$ cat src/common/csr_pkg.sv
`default_nettype none

package csr_pkg;

    typedef logic [13:0] csr_num_t;
    typedef logic [31:0] csr_word_t;
    typedef logic [5:0]  ecode_t;
    typedef logic [8:0]  esubcode_t;
    typedef logic [1:0]  plv_t;

    // Register numbers
    localparam csr_num_t CSR_CRMD   = 14'h0;
    localparam csr_num_t CSR_PRMD   = 14'h1;
    localparam csr_num_t CSR_ECFG   = 14'h4;
    localparam csr_num_t CSR_ESTAT  = 14'h5;
    localparam csr_num_t CSR_ERA    = 14'h6;
    localparam csr_num_t CSR_EENTRY = 14'hc;
    localparam csr_num_t CSR_SAVE0  = 14'h30;
    localparam csr_num_t CSR_TCFG   = 14'h41;
    localparam csr_num_t CSR_TVAL   = 14'h42;
    localparam csr_num_t CSR_TICLR  = 14'h44;

    localparam int INT_NUM       = 13;
    localparam int TIMER_INT_BIT = 11;
    localparam int IPI_INT_BIT   = 12;
    localparam int HW_INT_LSB    = 2;
    localparam int EENTRY_VA_LSB = 6;

    // Bit 10 of the local interrupt enables is reserved
    localparam logic [INT_NUM-1:0] ECFG_LIE_MASK = 13'h1bff;

    localparam csr_word_t TIMER_IDLE = 32'hffff_ffff;

    typedef struct packed {
        logic [28:0] rsvd;
        logic        ie;
        plv_t        plv;
    } crmd_t;

    typedef struct packed {
        logic [28:0] rsvd;
        logic        pie;
        plv_t        pplv;
    } prmd_t;

    typedef struct packed {
        logic [29:0] initval;
        logic        periodic;
        logic        en;
    } tcfg_t;

    typedef struct packed {
        logic               rsvd_hi;
        esubcode_t          esubcode;
        ecode_t             ecode;
        logic [15-INT_NUM:0] rsvd_lo;
        logic [INT_NUM-1:0] is;
    } estat_t;

    // The same data word decodes differently depending on the target register
    typedef union packed {
        csr_word_t raw;
        crmd_t     crmd;
        prmd_t     prmd;
        tcfg_t     tcfg;
        estat_t    estat;
    } csr_word_u;

    // Bits with a mask bit of 1 take the new value, the others keep the old one
    function automatic csr_word_t masked_write(
        input csr_word_t old_value,
        input csr_word_t wmask,
        input csr_word_t wvalue
    );
        return (wmask & wvalue) | (~wmask & old_value);
    endfunction

endpackage

`default_nettype wire
$ cat src/common/csr_write_if.sv
`timescale 1ns/1ps
`default_nettype none

// One masked register write, broadcast to every register group
interface csr_write_if import csr_pkg::*; ();

    logic      we;
    csr_num_t  num;
    csr_word_t wmask;
    csr_word_t wvalue;

    modport source (output we, output num, output wmask, output wvalue);
    modport sink   (input we, input num, input wmask, input wvalue);

endinterface

`default_nettype wire

$ cat src/rtl/csr_top.sv
`timescale 1ns/1ps
`default_nettype none

module csr_top import csr_pkg::*; #(
    parameter int NUM_SAVE = 4
) (
    input  logic       clk,
    input  logic       reset,
    input  csr_num_t   csr_num,
    output csr_word_t  csr_rvalue,
    input  logic       csr_we,
    input  csr_word_t  csr_wmask,
    input  csr_word_t  csr_wvalue,
    input  logic       wb_ex,
    input  logic       ertn_flush,
    input  csr_word_t  wb_pc,
    input  ecode_t     wb_ecode,
    input  esubcode_t  wb_esubcode,
    input  logic [7:0] hw_int_in,
    input  logic       ipi_int_in,
    output logic       has_int,
    output csr_word_t  ex_entry,
    output csr_word_t  ertn_entry,
    output plv_t       crmd_plv
);

    csr_word_t except_rdata;
    csr_word_t intr_rdata;
    csr_word_t timer_rdata;
    csr_word_t save_rdata;
    logic      crmd_ie;
    logic      timer_int_set;
    logic      ticlr_clr;

    csr_write_if wr_if ();

    assign wr_if.we     = csr_we;
    assign wr_if.num    = csr_num;
    assign wr_if.wmask  = csr_wmask;
    assign wr_if.wvalue = csr_wvalue;

    csr_except_regs csr_except_regs_inst (
        .clk        (clk),
        .reset      (reset),
        .wr         (wr_if),
        .csr_num    (csr_num),
        .wb_ex      (wb_ex),
        .ertn_flush (ertn_flush),
        .wb_pc      (wb_pc),
        .rdata      (except_rdata),
        .crmd_plv   (crmd_plv),
        .crmd_ie    (crmd_ie),
        .ex_entry   (ex_entry),
        .ertn_entry (ertn_entry)
    );

    csr_intr_regs csr_intr_regs_inst (
        .clk           (clk),
        .reset         (reset),
        .wr            (wr_if),
        .csr_num       (csr_num),
        .crmd_ie       (crmd_ie),
        .wb_ex         (wb_ex),
        .wb_ecode      (wb_ecode),
        .wb_esubcode   (wb_esubcode),
        .hw_int_in     (hw_int_in),
        .ipi_int_in    (ipi_int_in),
        .timer_int_set (timer_int_set),
        .ticlr_clr     (ticlr_clr),
        .rdata         (intr_rdata),
        .has_int       (has_int)
    );

    csr_timer csr_timer_inst (
        .clk           (clk),
        .reset         (reset),
        .wr            (wr_if),
        .csr_num       (csr_num),
        .rdata         (timer_rdata),
        .timer_int_set (timer_int_set),
        .ticlr_clr     (ticlr_clr)
    );

    csr_save_regs #(
        .NUM_SAVE (NUM_SAVE)
    ) csr_save_regs_inst (
        .clk     (clk),
        .wr      (wr_if),
        .csr_num (csr_num),
        .rdata   (save_rdata)
    );

    // Each group returns zero for numbers it does not own
    assign csr_rvalue = except_rdata | intr_rdata | timer_rdata | save_rdata;

endmodule

`default_nettype wire

$ cat src/rtl/csr_save_regs.sv
`timescale 1ns/1ps
`default_nettype none

module csr_save_regs import csr_pkg::*; #(
    parameter int NUM_SAVE = 4
) (
    input  logic      clk,
    csr_write_if.sink wr,
    input  csr_num_t  csr_num,
    output csr_word_t rdata
);

    csr_word_t save_mem [NUM_SAVE];

    // Scratch words sit at consecutive numbers starting at SAVE0
    always_ff @(posedge clk) begin
        for (int i = 0; i < NUM_SAVE; i++) begin
            if (wr.we && (wr.num == csr_num_t'(CSR_SAVE0 + i))) begin
                save_mem[i] <= masked_write(save_mem[i], wr.wmask, wr.wvalue);
            end
        end
    end

    always_comb begin
        rdata = '0;
        for (int i = 0; i < NUM_SAVE; i++) begin
            if (csr_num == csr_num_t'(CSR_SAVE0 + i)) begin
                rdata = save_mem[i];
            end
        end
    end

endmodule

`default_nettype wire

$ cat src/rtl/csr_timer.sv
`timescale 1ns/1ps
`default_nettype none

module csr_timer import csr_pkg::*; (
    input  logic      clk,
    input  logic      reset,
    csr_write_if.sink wr,
    input  csr_num_t  csr_num,
    output csr_word_t rdata,
    output logic      timer_int_set,
    output logic      ticlr_clr
);

    logic        tcfg_en;
    logic        tcfg_periodic;
    logic [29:0] tcfg_initval;
    csr_word_t   timer_cnt;
    csr_word_u   tcfg_view;
    csr_word_u   tcfg_next;
    logic        wr_tcfg;

    always_comb begin
        tcfg_view              = '0;
        tcfg_view.tcfg.en       = tcfg_en;
        tcfg_view.tcfg.periodic = tcfg_periodic;
        tcfg_view.tcfg.initval  = tcfg_initval;
    end

    assign wr_tcfg       = wr.we && (wr.num == CSR_TCFG);
    assign tcfg_next.raw = masked_write(tcfg_view.raw, wr.wmask, wr.wvalue);

    always_ff @(posedge clk) begin
        if (reset) begin
            tcfg_en <= 1'b0;
        end else if (wr_tcfg) begin
            tcfg_en <= tcfg_next.tcfg.en;
        end
        if (wr_tcfg) begin
            tcfg_periodic <= tcfg_next.tcfg.periodic;
            tcfg_initval  <= tcfg_next.tcfg.initval;
        end
    end

    // A one-shot count runs past zero into TIMER_IDLE and stops there
    always_ff @(posedge clk) begin
        if (reset) begin
            timer_cnt <= TIMER_IDLE;
        end else if (wr_tcfg && tcfg_next.tcfg.en) begin
            timer_cnt <= {tcfg_next.tcfg.initval, 2'b00};
        end else if (tcfg_en && (timer_cnt != TIMER_IDLE)) begin
            if ((timer_cnt == '0) && tcfg_periodic) begin
                timer_cnt <= {tcfg_initval, 2'b00};
            end else begin
                timer_cnt <= timer_cnt - 1'b1;
            end
        end
    end

    assign timer_int_set = (timer_cnt == '0);
    assign ticlr_clr     = wr.we && (wr.num == CSR_TICLR) && wr.wmask[0] && wr.wvalue[0];

    // TICLR falls through to the default and reads zero
    always_comb begin
        case (csr_num)
            CSR_TCFG: rdata = tcfg_view.raw;
            CSR_TVAL: rdata = timer_cnt;
            default:  rdata = '0;
        endcase
    end

endmodule

`default_nettype wire

$ cat src/rtl/csr_intr_regs.sv
`timescale 1ns/1ps
`default_nettype none

module csr_intr_regs import csr_pkg::*; (
    input  logic       clk,
    input  logic       reset,
    csr_write_if.sink  wr,
    input  csr_num_t   csr_num,
    input  logic       crmd_ie,
    input  logic       wb_ex,
    input  ecode_t     wb_ecode,
    input  esubcode_t  wb_esubcode,
    input  logic [7:0] hw_int_in,
    input  logic       ipi_int_in,
    input  logic       timer_int_set,
    input  logic       ticlr_clr,
    output csr_word_t  rdata,
    output logic       has_int
);

    logic [INT_NUM-1:0] ecfg_lie;
    logic [1:0]         sw_int;
    logic [7:0]         hw_int;
    logic               timer_int;
    logic               ipi_int;
    ecode_t             estat_ecode;
    esubcode_t          estat_esubcode;
    logic [INT_NUM-1:0] int_status;
    csr_word_u          estat_view;
    csr_word_u          estat_next;
    csr_word_t          ecfg_next;

    // Bit 10 is never set
    always_comb begin
        int_status                    = '0;
        int_status[1:0]               = sw_int;
        int_status[HW_INT_LSB +: 8]   = hw_int;
        int_status[TIMER_INT_BIT]     = timer_int;
        int_status[IPI_INT_BIT]       = ipi_int;
        estat_view                = '0;
        estat_view.estat.is       = int_status;
        estat_view.estat.ecode    = estat_ecode;
        estat_view.estat.esubcode = estat_esubcode;
    end

    assign ecfg_next      = masked_write({{(32-INT_NUM){1'b0}}, ecfg_lie}, wr.wmask, wr.wvalue);
    assign estat_next.raw = masked_write(estat_view.raw, wr.wmask, wr.wvalue);

    always_ff @(posedge clk) begin
        if (reset) begin
            ecfg_lie  <= '0;
            sw_int    <= '0;
            timer_int <= 1'b0;
        end else begin
            if (wr.we && (wr.num == CSR_ECFG)) begin
                ecfg_lie <= ecfg_next[INT_NUM-1:0] & ECFG_LIE_MASK;
            end
            if (wr.we && (wr.num == CSR_ESTAT)) begin
                sw_int <= estat_next.estat.is[1:0];
            end
            // A timer expiry in the same cycle overrides the clear
            if (timer_int_set) begin
                timer_int <= 1'b1;
            end else if (ticlr_clr) begin
                timer_int <= 1'b0;
            end
        end
    end

    always_ff @(posedge clk) begin
        hw_int  <= hw_int_in;
        ipi_int <= ipi_int_in;
        if (wb_ex) begin
            estat_ecode    <= wb_ecode;
            estat_esubcode <= wb_esubcode;
        end
    end

    assign has_int = ((int_status & ecfg_lie) != '0) && crmd_ie;

    always_comb begin
        case (csr_num)
            CSR_ECFG:  rdata = {{(32-INT_NUM){1'b0}}, ecfg_lie};
            CSR_ESTAT: rdata = estat_view.raw;
            default:   rdata = '0;
        endcase
    end

endmodule

`default_nettype wire

$ cat src/rtl/csr_except_regs.sv
`timescale 1ns/1ps
`default_nettype none

module csr_except_regs import csr_pkg::*; (
    input  logic       clk,
    input  logic       reset,
    csr_write_if.sink  wr,
    input  csr_num_t   csr_num,
    input  logic       wb_ex,
    input  logic       ertn_flush,
    input  csr_word_t  wb_pc,
    output csr_word_t  rdata,
    output plv_t       crmd_plv,
    output logic       crmd_ie,
    output csr_word_t  ex_entry,
    output csr_word_t  ertn_entry
);

    plv_t                   prmd_pplv;
    logic                   prmd_pie;
    csr_word_t              era;
    logic [31:EENTRY_VA_LSB] eentry_va;
    csr_word_u              crmd_view;
    csr_word_u              prmd_view;
    csr_word_u              crmd_next;
    csr_word_u              prmd_next;
    csr_word_t              era_next;
    csr_word_t              eentry_next;
    logic                   wr_crmd;
    logic                   wr_prmd;
    logic                   wr_era;
    logic                   wr_eentry;

    always_comb begin
        crmd_view          = '0;
        crmd_view.crmd.plv = crmd_plv;
        crmd_view.crmd.ie  = crmd_ie;
        prmd_view           = '0;
        prmd_view.prmd.pplv = prmd_pplv;
        prmd_view.prmd.pie  = prmd_pie;
    end

    assign wr_crmd   = wr.we && (wr.num == CSR_CRMD);
    assign wr_prmd   = wr.we && (wr.num == CSR_PRMD);
    assign wr_era    = wr.we && (wr.num == CSR_ERA);
    assign wr_eentry = wr.we && (wr.num == CSR_EENTRY);

    assign crmd_next.raw = masked_write(crmd_view.raw, wr.wmask, wr.wvalue);
    assign prmd_next.raw = masked_write(prmd_view.raw, wr.wmask, wr.wvalue);
    assign era_next      = masked_write(era, wr.wmask, wr.wvalue);
    assign eentry_next   = masked_write(ex_entry, wr.wmask, wr.wvalue);

    // Exception entry drops to kernel level with interrupts off
    always_ff @(posedge clk) begin
        if (reset) begin
            crmd_plv <= '0;
            crmd_ie  <= 1'b0;
        end else if (wb_ex) begin
            crmd_plv <= '0;
            crmd_ie  <= 1'b0;
        end else if (ertn_flush) begin
            crmd_plv <= prmd_pplv;
            crmd_ie  <= prmd_pie;
        end else if (wr_crmd) begin
            crmd_plv <= crmd_next.crmd.plv;
            crmd_ie  <= crmd_next.crmd.ie;
        end
    end

    always_ff @(posedge clk) begin
        if (wb_ex) begin
            prmd_pplv <= crmd_plv;
            prmd_pie  <= crmd_ie;
            era       <= wb_pc;
        end else begin
            if (wr_prmd) begin
                prmd_pplv <= prmd_next.prmd.pplv;
                prmd_pie  <= prmd_next.prmd.pie;
            end
            if (wr_era) begin
                era <= era_next;
            end
        end
        if (wr_eentry) begin
            eentry_va <= eentry_next[31:EENTRY_VA_LSB];
        end
    end

    assign ex_entry   = {eentry_va, {EENTRY_VA_LSB{1'b0}}};
    assign ertn_entry = era;

    always_comb begin
        case (csr_num)
            CSR_CRMD:   rdata = crmd_view.raw;
            CSR_PRMD:   rdata = prmd_view.raw;
            CSR_ERA:    rdata = era;
            CSR_EENTRY: rdata = ex_entry;
            default:    rdata = '0;
        endcase
    end

endmodule

`default_nettype wire

$ cat config.mk
export PLATFORM = sky130hd
export DESIGN_NAME = csr_top
export DESIGN_NICKNAME = d
export VERILOG_FILES = /design/src/common/csr_pkg.sv /design/src/common/csr_write_if.sv /design/src/rtl/csr_top.sv /design/src/rtl/csr_save_regs.sv /design/src/rtl/csr_timer.sv /design/src/rtl/csr_intr_regs.sv /design/src/rtl/csr_except_regs.sv
export SDC_FILE = /design/constraint.sdc
export NUM_CORES = 1
export LEC_CHECK = 0
export ABC_CLOCK_PERIOD_IN_PS = 12100
export BUFFER_PORTS_ARGS = -buffer_cell sky130_fd_sc_hd__clkbuf_2
export CORE_ASPECT_RATIO = 2
export CORE_MARGIN = 2
export CORE_UTILIZATION = 59
export CTS_CLUSTER_DIAMETER = 120
export DETAILED_ROUTE_END_ITERATION = 8
export HOLD_SLACK_MARGIN = 0.15
export PLACE_DENSITY = 0.86
export SLEW_MARGIN = 30
export SYNTH_ARGS = -nofsm -noshare
export SYNTH_HDL_FRONTEND = slang
export SYNTH_SLANG_ARGS = --single-unit
$ cat constraint.sdc
create_clock -name clk -period 12.1 [get_ports clk]
set_clock_uncertainty 0.05 [all_clocks]
set_input_delay 1.21 -clock clk [delete_from_list [all_inputs] [get_ports clk]]
set_output_delay 1.21 -clock clk [all_outputs]
set_load 0.05 [all_outputs]
==> impl_metrics.json <==
{
  "cts_tree": "done",
  "switching_share_pct": 24.0,
  "synth-simple-area-share_pct": 18.3,
  "start_kind": "primary input",
  "die_h_um": 228,
  "drt_iter0_markers": 1973,
  "area_delta_synth_final_pct": 15.2,
  "ctsHoldBuffers": 0,
  "power.density_nw_per_um2": 129,
  "antenna_left": 0,
  "clk_pin_slew_ns": 0.07,
  "grt_pass1_wl_um": 74000,
  "io_pins": 238,
  "synth_compound_gate_area_share_pct": 18.7,
  "async_flop_share_pct": 0,
  "status": "finished, final reports clean",
  "cts_resized": 0,
  "io_buffers": 231,
  "yosys_register_bits": 295,
  "syn_area_per_cell_um2": 10.2,
  "clkPwrFrac_pct": 41.7,
  "synth_ff_type": "edfxtp_1",
  "fin_area_um2": 17100,
  "rsz0062_at_grt": "no",
  "coreArea_um2": 24900,
  "gp_congestion": 0.998,
  "setup_tns_ns": 0,
  "peakVddDrop_uv": 129,
  "synth.top_cell.area_share_pct": 47.5,
  "tightest_slew_ns": 1.09,
  "pwr-share-comb_pct": 7.3,
  "arrival_ns": 4.68,
  "die_w_um": 116,
  "insertion_delay_ns": 0.55,
  "drv_cap": 0,
  "crit_path_end_kind": "output pin",
  "maxSlewViolCount": 0,
  "cts_buffers": 27,
  "synth_edf_count": 235,
  "grt.total_usage_pct": 36.7,
  "clockBufferDepth": 3,
  "fin_crit_sh_pct": 49.1,
  "synth.area.top_cells": "edfxtp_1, dfxtp_1, and3_1",
  "final_hold_viol_count": 0,
  "worst-path-max-fanout": 40,
  "num_rows": 82,
  "max_clock_freq_mhz": 168,
  "grt_pass1_vias": 13700,
  "internal_power_w": 0.00168,
  "synth_top_family_by_area": "compound AO/OA/AOI/OAI gates",
  "htreeDepth": 1,
  "first_pass_iters": 9,
  "ys_seq_area_share_pct": 55.5,
  "fin_crit_ns": 5.94,
  "seqPwrFrac_pct": 51.0,
  "clock-sinks": 295,
  "antenna_found_initial": 1,
  "yosys.area_share.xor_xnor_pct": 1.18,
  "synth-adder-area-share_pct": 0.252,
  "synthMuxAreaShare_pct": 1.14,
  "netlist_area_um2": 14900,
  "place_area_um2": 16100,
  "synth_cell_types": 66,
  "wirelength_um": 49400,
  "required_ns": 10.84,
  "overflow": 0,
  "switching_power_w": 0.000530,
  "via_count": 13500,
  "start_util_pct": 59.6,
  "drc": 0,
  "finalNetCount": 1744,
  "drive_gt1_share_pct": 20.7,
  "wl_per_cell_um": 25.2,
  "setup_viol": 0,
  "grt_max_degree": 88,
  "post-dp-hpwl_um": 33400,
  "die-area_um2": 26600,
  "critPathKind": "in -> out",
  "cts_root_buffer": "clkbuf_16",
  "p_leak_nw": 6.96,
  "cts_setup_buffers": 0,
  "hold_class": "reg -> reg",
  "slew_headroom_pct": 27.5,
  "syn_inst": 1452,
  "via_per_inst": 6.90,
  "ys_warn_count": 0,
  "yosys.area.top_type": "edfxtp_1"
}
## critical path: stages
cell	delay, ns
clkbuf_2	0.11
nand4bb_1	0.42
nor3_1	0.63
nand3_1	0.15
buf_4	0.30
nor2_4	0.53
buf_4	0.52
a222oi_1	0.20
o211ai_1	0.18
clkbuf_2	0.37
## per-stage QoR
step / total power (W) / setup WS [ns] / instances / utilization (%) / hold WS (ns)
6_report: 0.00221 / 6.16 / 1959 / 68.7 / 0.432
5_1_grt: 0.00226 / 6.03 / 1958 / 68.7 / 0.454
4_1_cts: 0.00221 / 6.31 / 1957 / 68.6 / 0.432
3_5_place_dp: 0.00131 / 6.34 / 1908 / 64.7 / 0.420
3_3_place_gp: 0.00130 / 6.45 / 1908 / 64.7 / 0.404
2_1_floorplan: 0.00123 / 6.39 / 1457 / - / 0.394
## cells in the final DEF, fill, tap and decap left out, types with 6 or more instances in the layout
cell type  count
a222oi_1      31
nor2_1       114
edfxtp_1     235
nor2b_1        6
a22oi_1       18
clkbuf_8       6
a21o_1        37
or4_1         11
a2bb2oi_1     15
a221oi_1      16
o21ai_0       83
nand4_1       11
inv_1         38
xor2_1         6
xnor2_1       14
clkbuf_16     28
a22o_1        12
nand2_1      134
dfxtp_1       60
a21oi_1      106
nor4_1        10
o31ai_1        6
a31oi_1        6
mux2i_1       17
nand3_1       31
and3_1       155
buf_4         25
and2_1         6
o211ai_1      39
clkbuf_2     229
or3_1          6
nor3_1        13
conb_1         6
## cells in the mapped netlist, types with 15 or more instances
library cell	instances
mux2i_1	17
o211ai_1	39
a222oi_1	31
nand3_1	32
o21ai_0	83
nor3_1	16
dfxtp_1	60
edfxtp_1	235
nor2_1	119
a21o_1	37
a22oi_1	18
clkbuf_1	117
inv_1	38
a221oi_1	16
and3_1	156
a21oi_1	106
a2bb2oi_1	15
nand2_1	134
## path summary, 6_finish.rpt
| kind | startpoint | endpoint | slack (ns) | cells past startpoint |
|---|---|---|---|---|
| hold / removal | flop | flop | 0.43 | 2 |
| hold reg to reg | flop | flop | 0.43 | 2 |
| setup reg to reg | csr_timer_inst.timer_cnt[2]$_SDFFE_PP1P_ | csr_timer_inst.timer_cnt[17]$_SDFFE_PP1P_ | 8.72 | 7 |
| setup / recovery | csr_num[6] | csr_rvalue[31] | 6.16 | 10 |
## cell type report
class,count,area (um^2)
inverter,39,146
fill,1852,7800
multi-input combinational,984,5980
tap,336,420
sequential,295,8260
timing repair buffer,255,1350
antenna,1,2.50
clock inverter,14,179
clock buffer,35,787
## routing by layer
metal / wire (um) / global-route usage, %
met1: 15200 / 41.1
met2: 24700 / 61.8
met3: 5430 / 6.18
met4: 4050 / 26.1
met5: 0 / 0
## power by group through the flow
stage                     combinational, W  clock (W)  sequential, W
final                             0.000161   0.000923        0.00113
after global routing              0.000170   0.000958        0.00113
after CTS                         0.000157   0.000921        0.00113
after detailed placement          0.000157          0        0.00115
after global placement            0.000153          0        0.00115
after floorplan                  0.0000552          0        0.00118
## cells by family after synthesis
group,Yosys count
xor gates and xnor gates,20
AOI/OAI and AO/OA,410
other,1
and+or+nand+nor,528
DFF,295
adders and majority gates,3
muxes,17
buffers and inverters,178
Note: power is estimated with default switching activity, not from simulation.
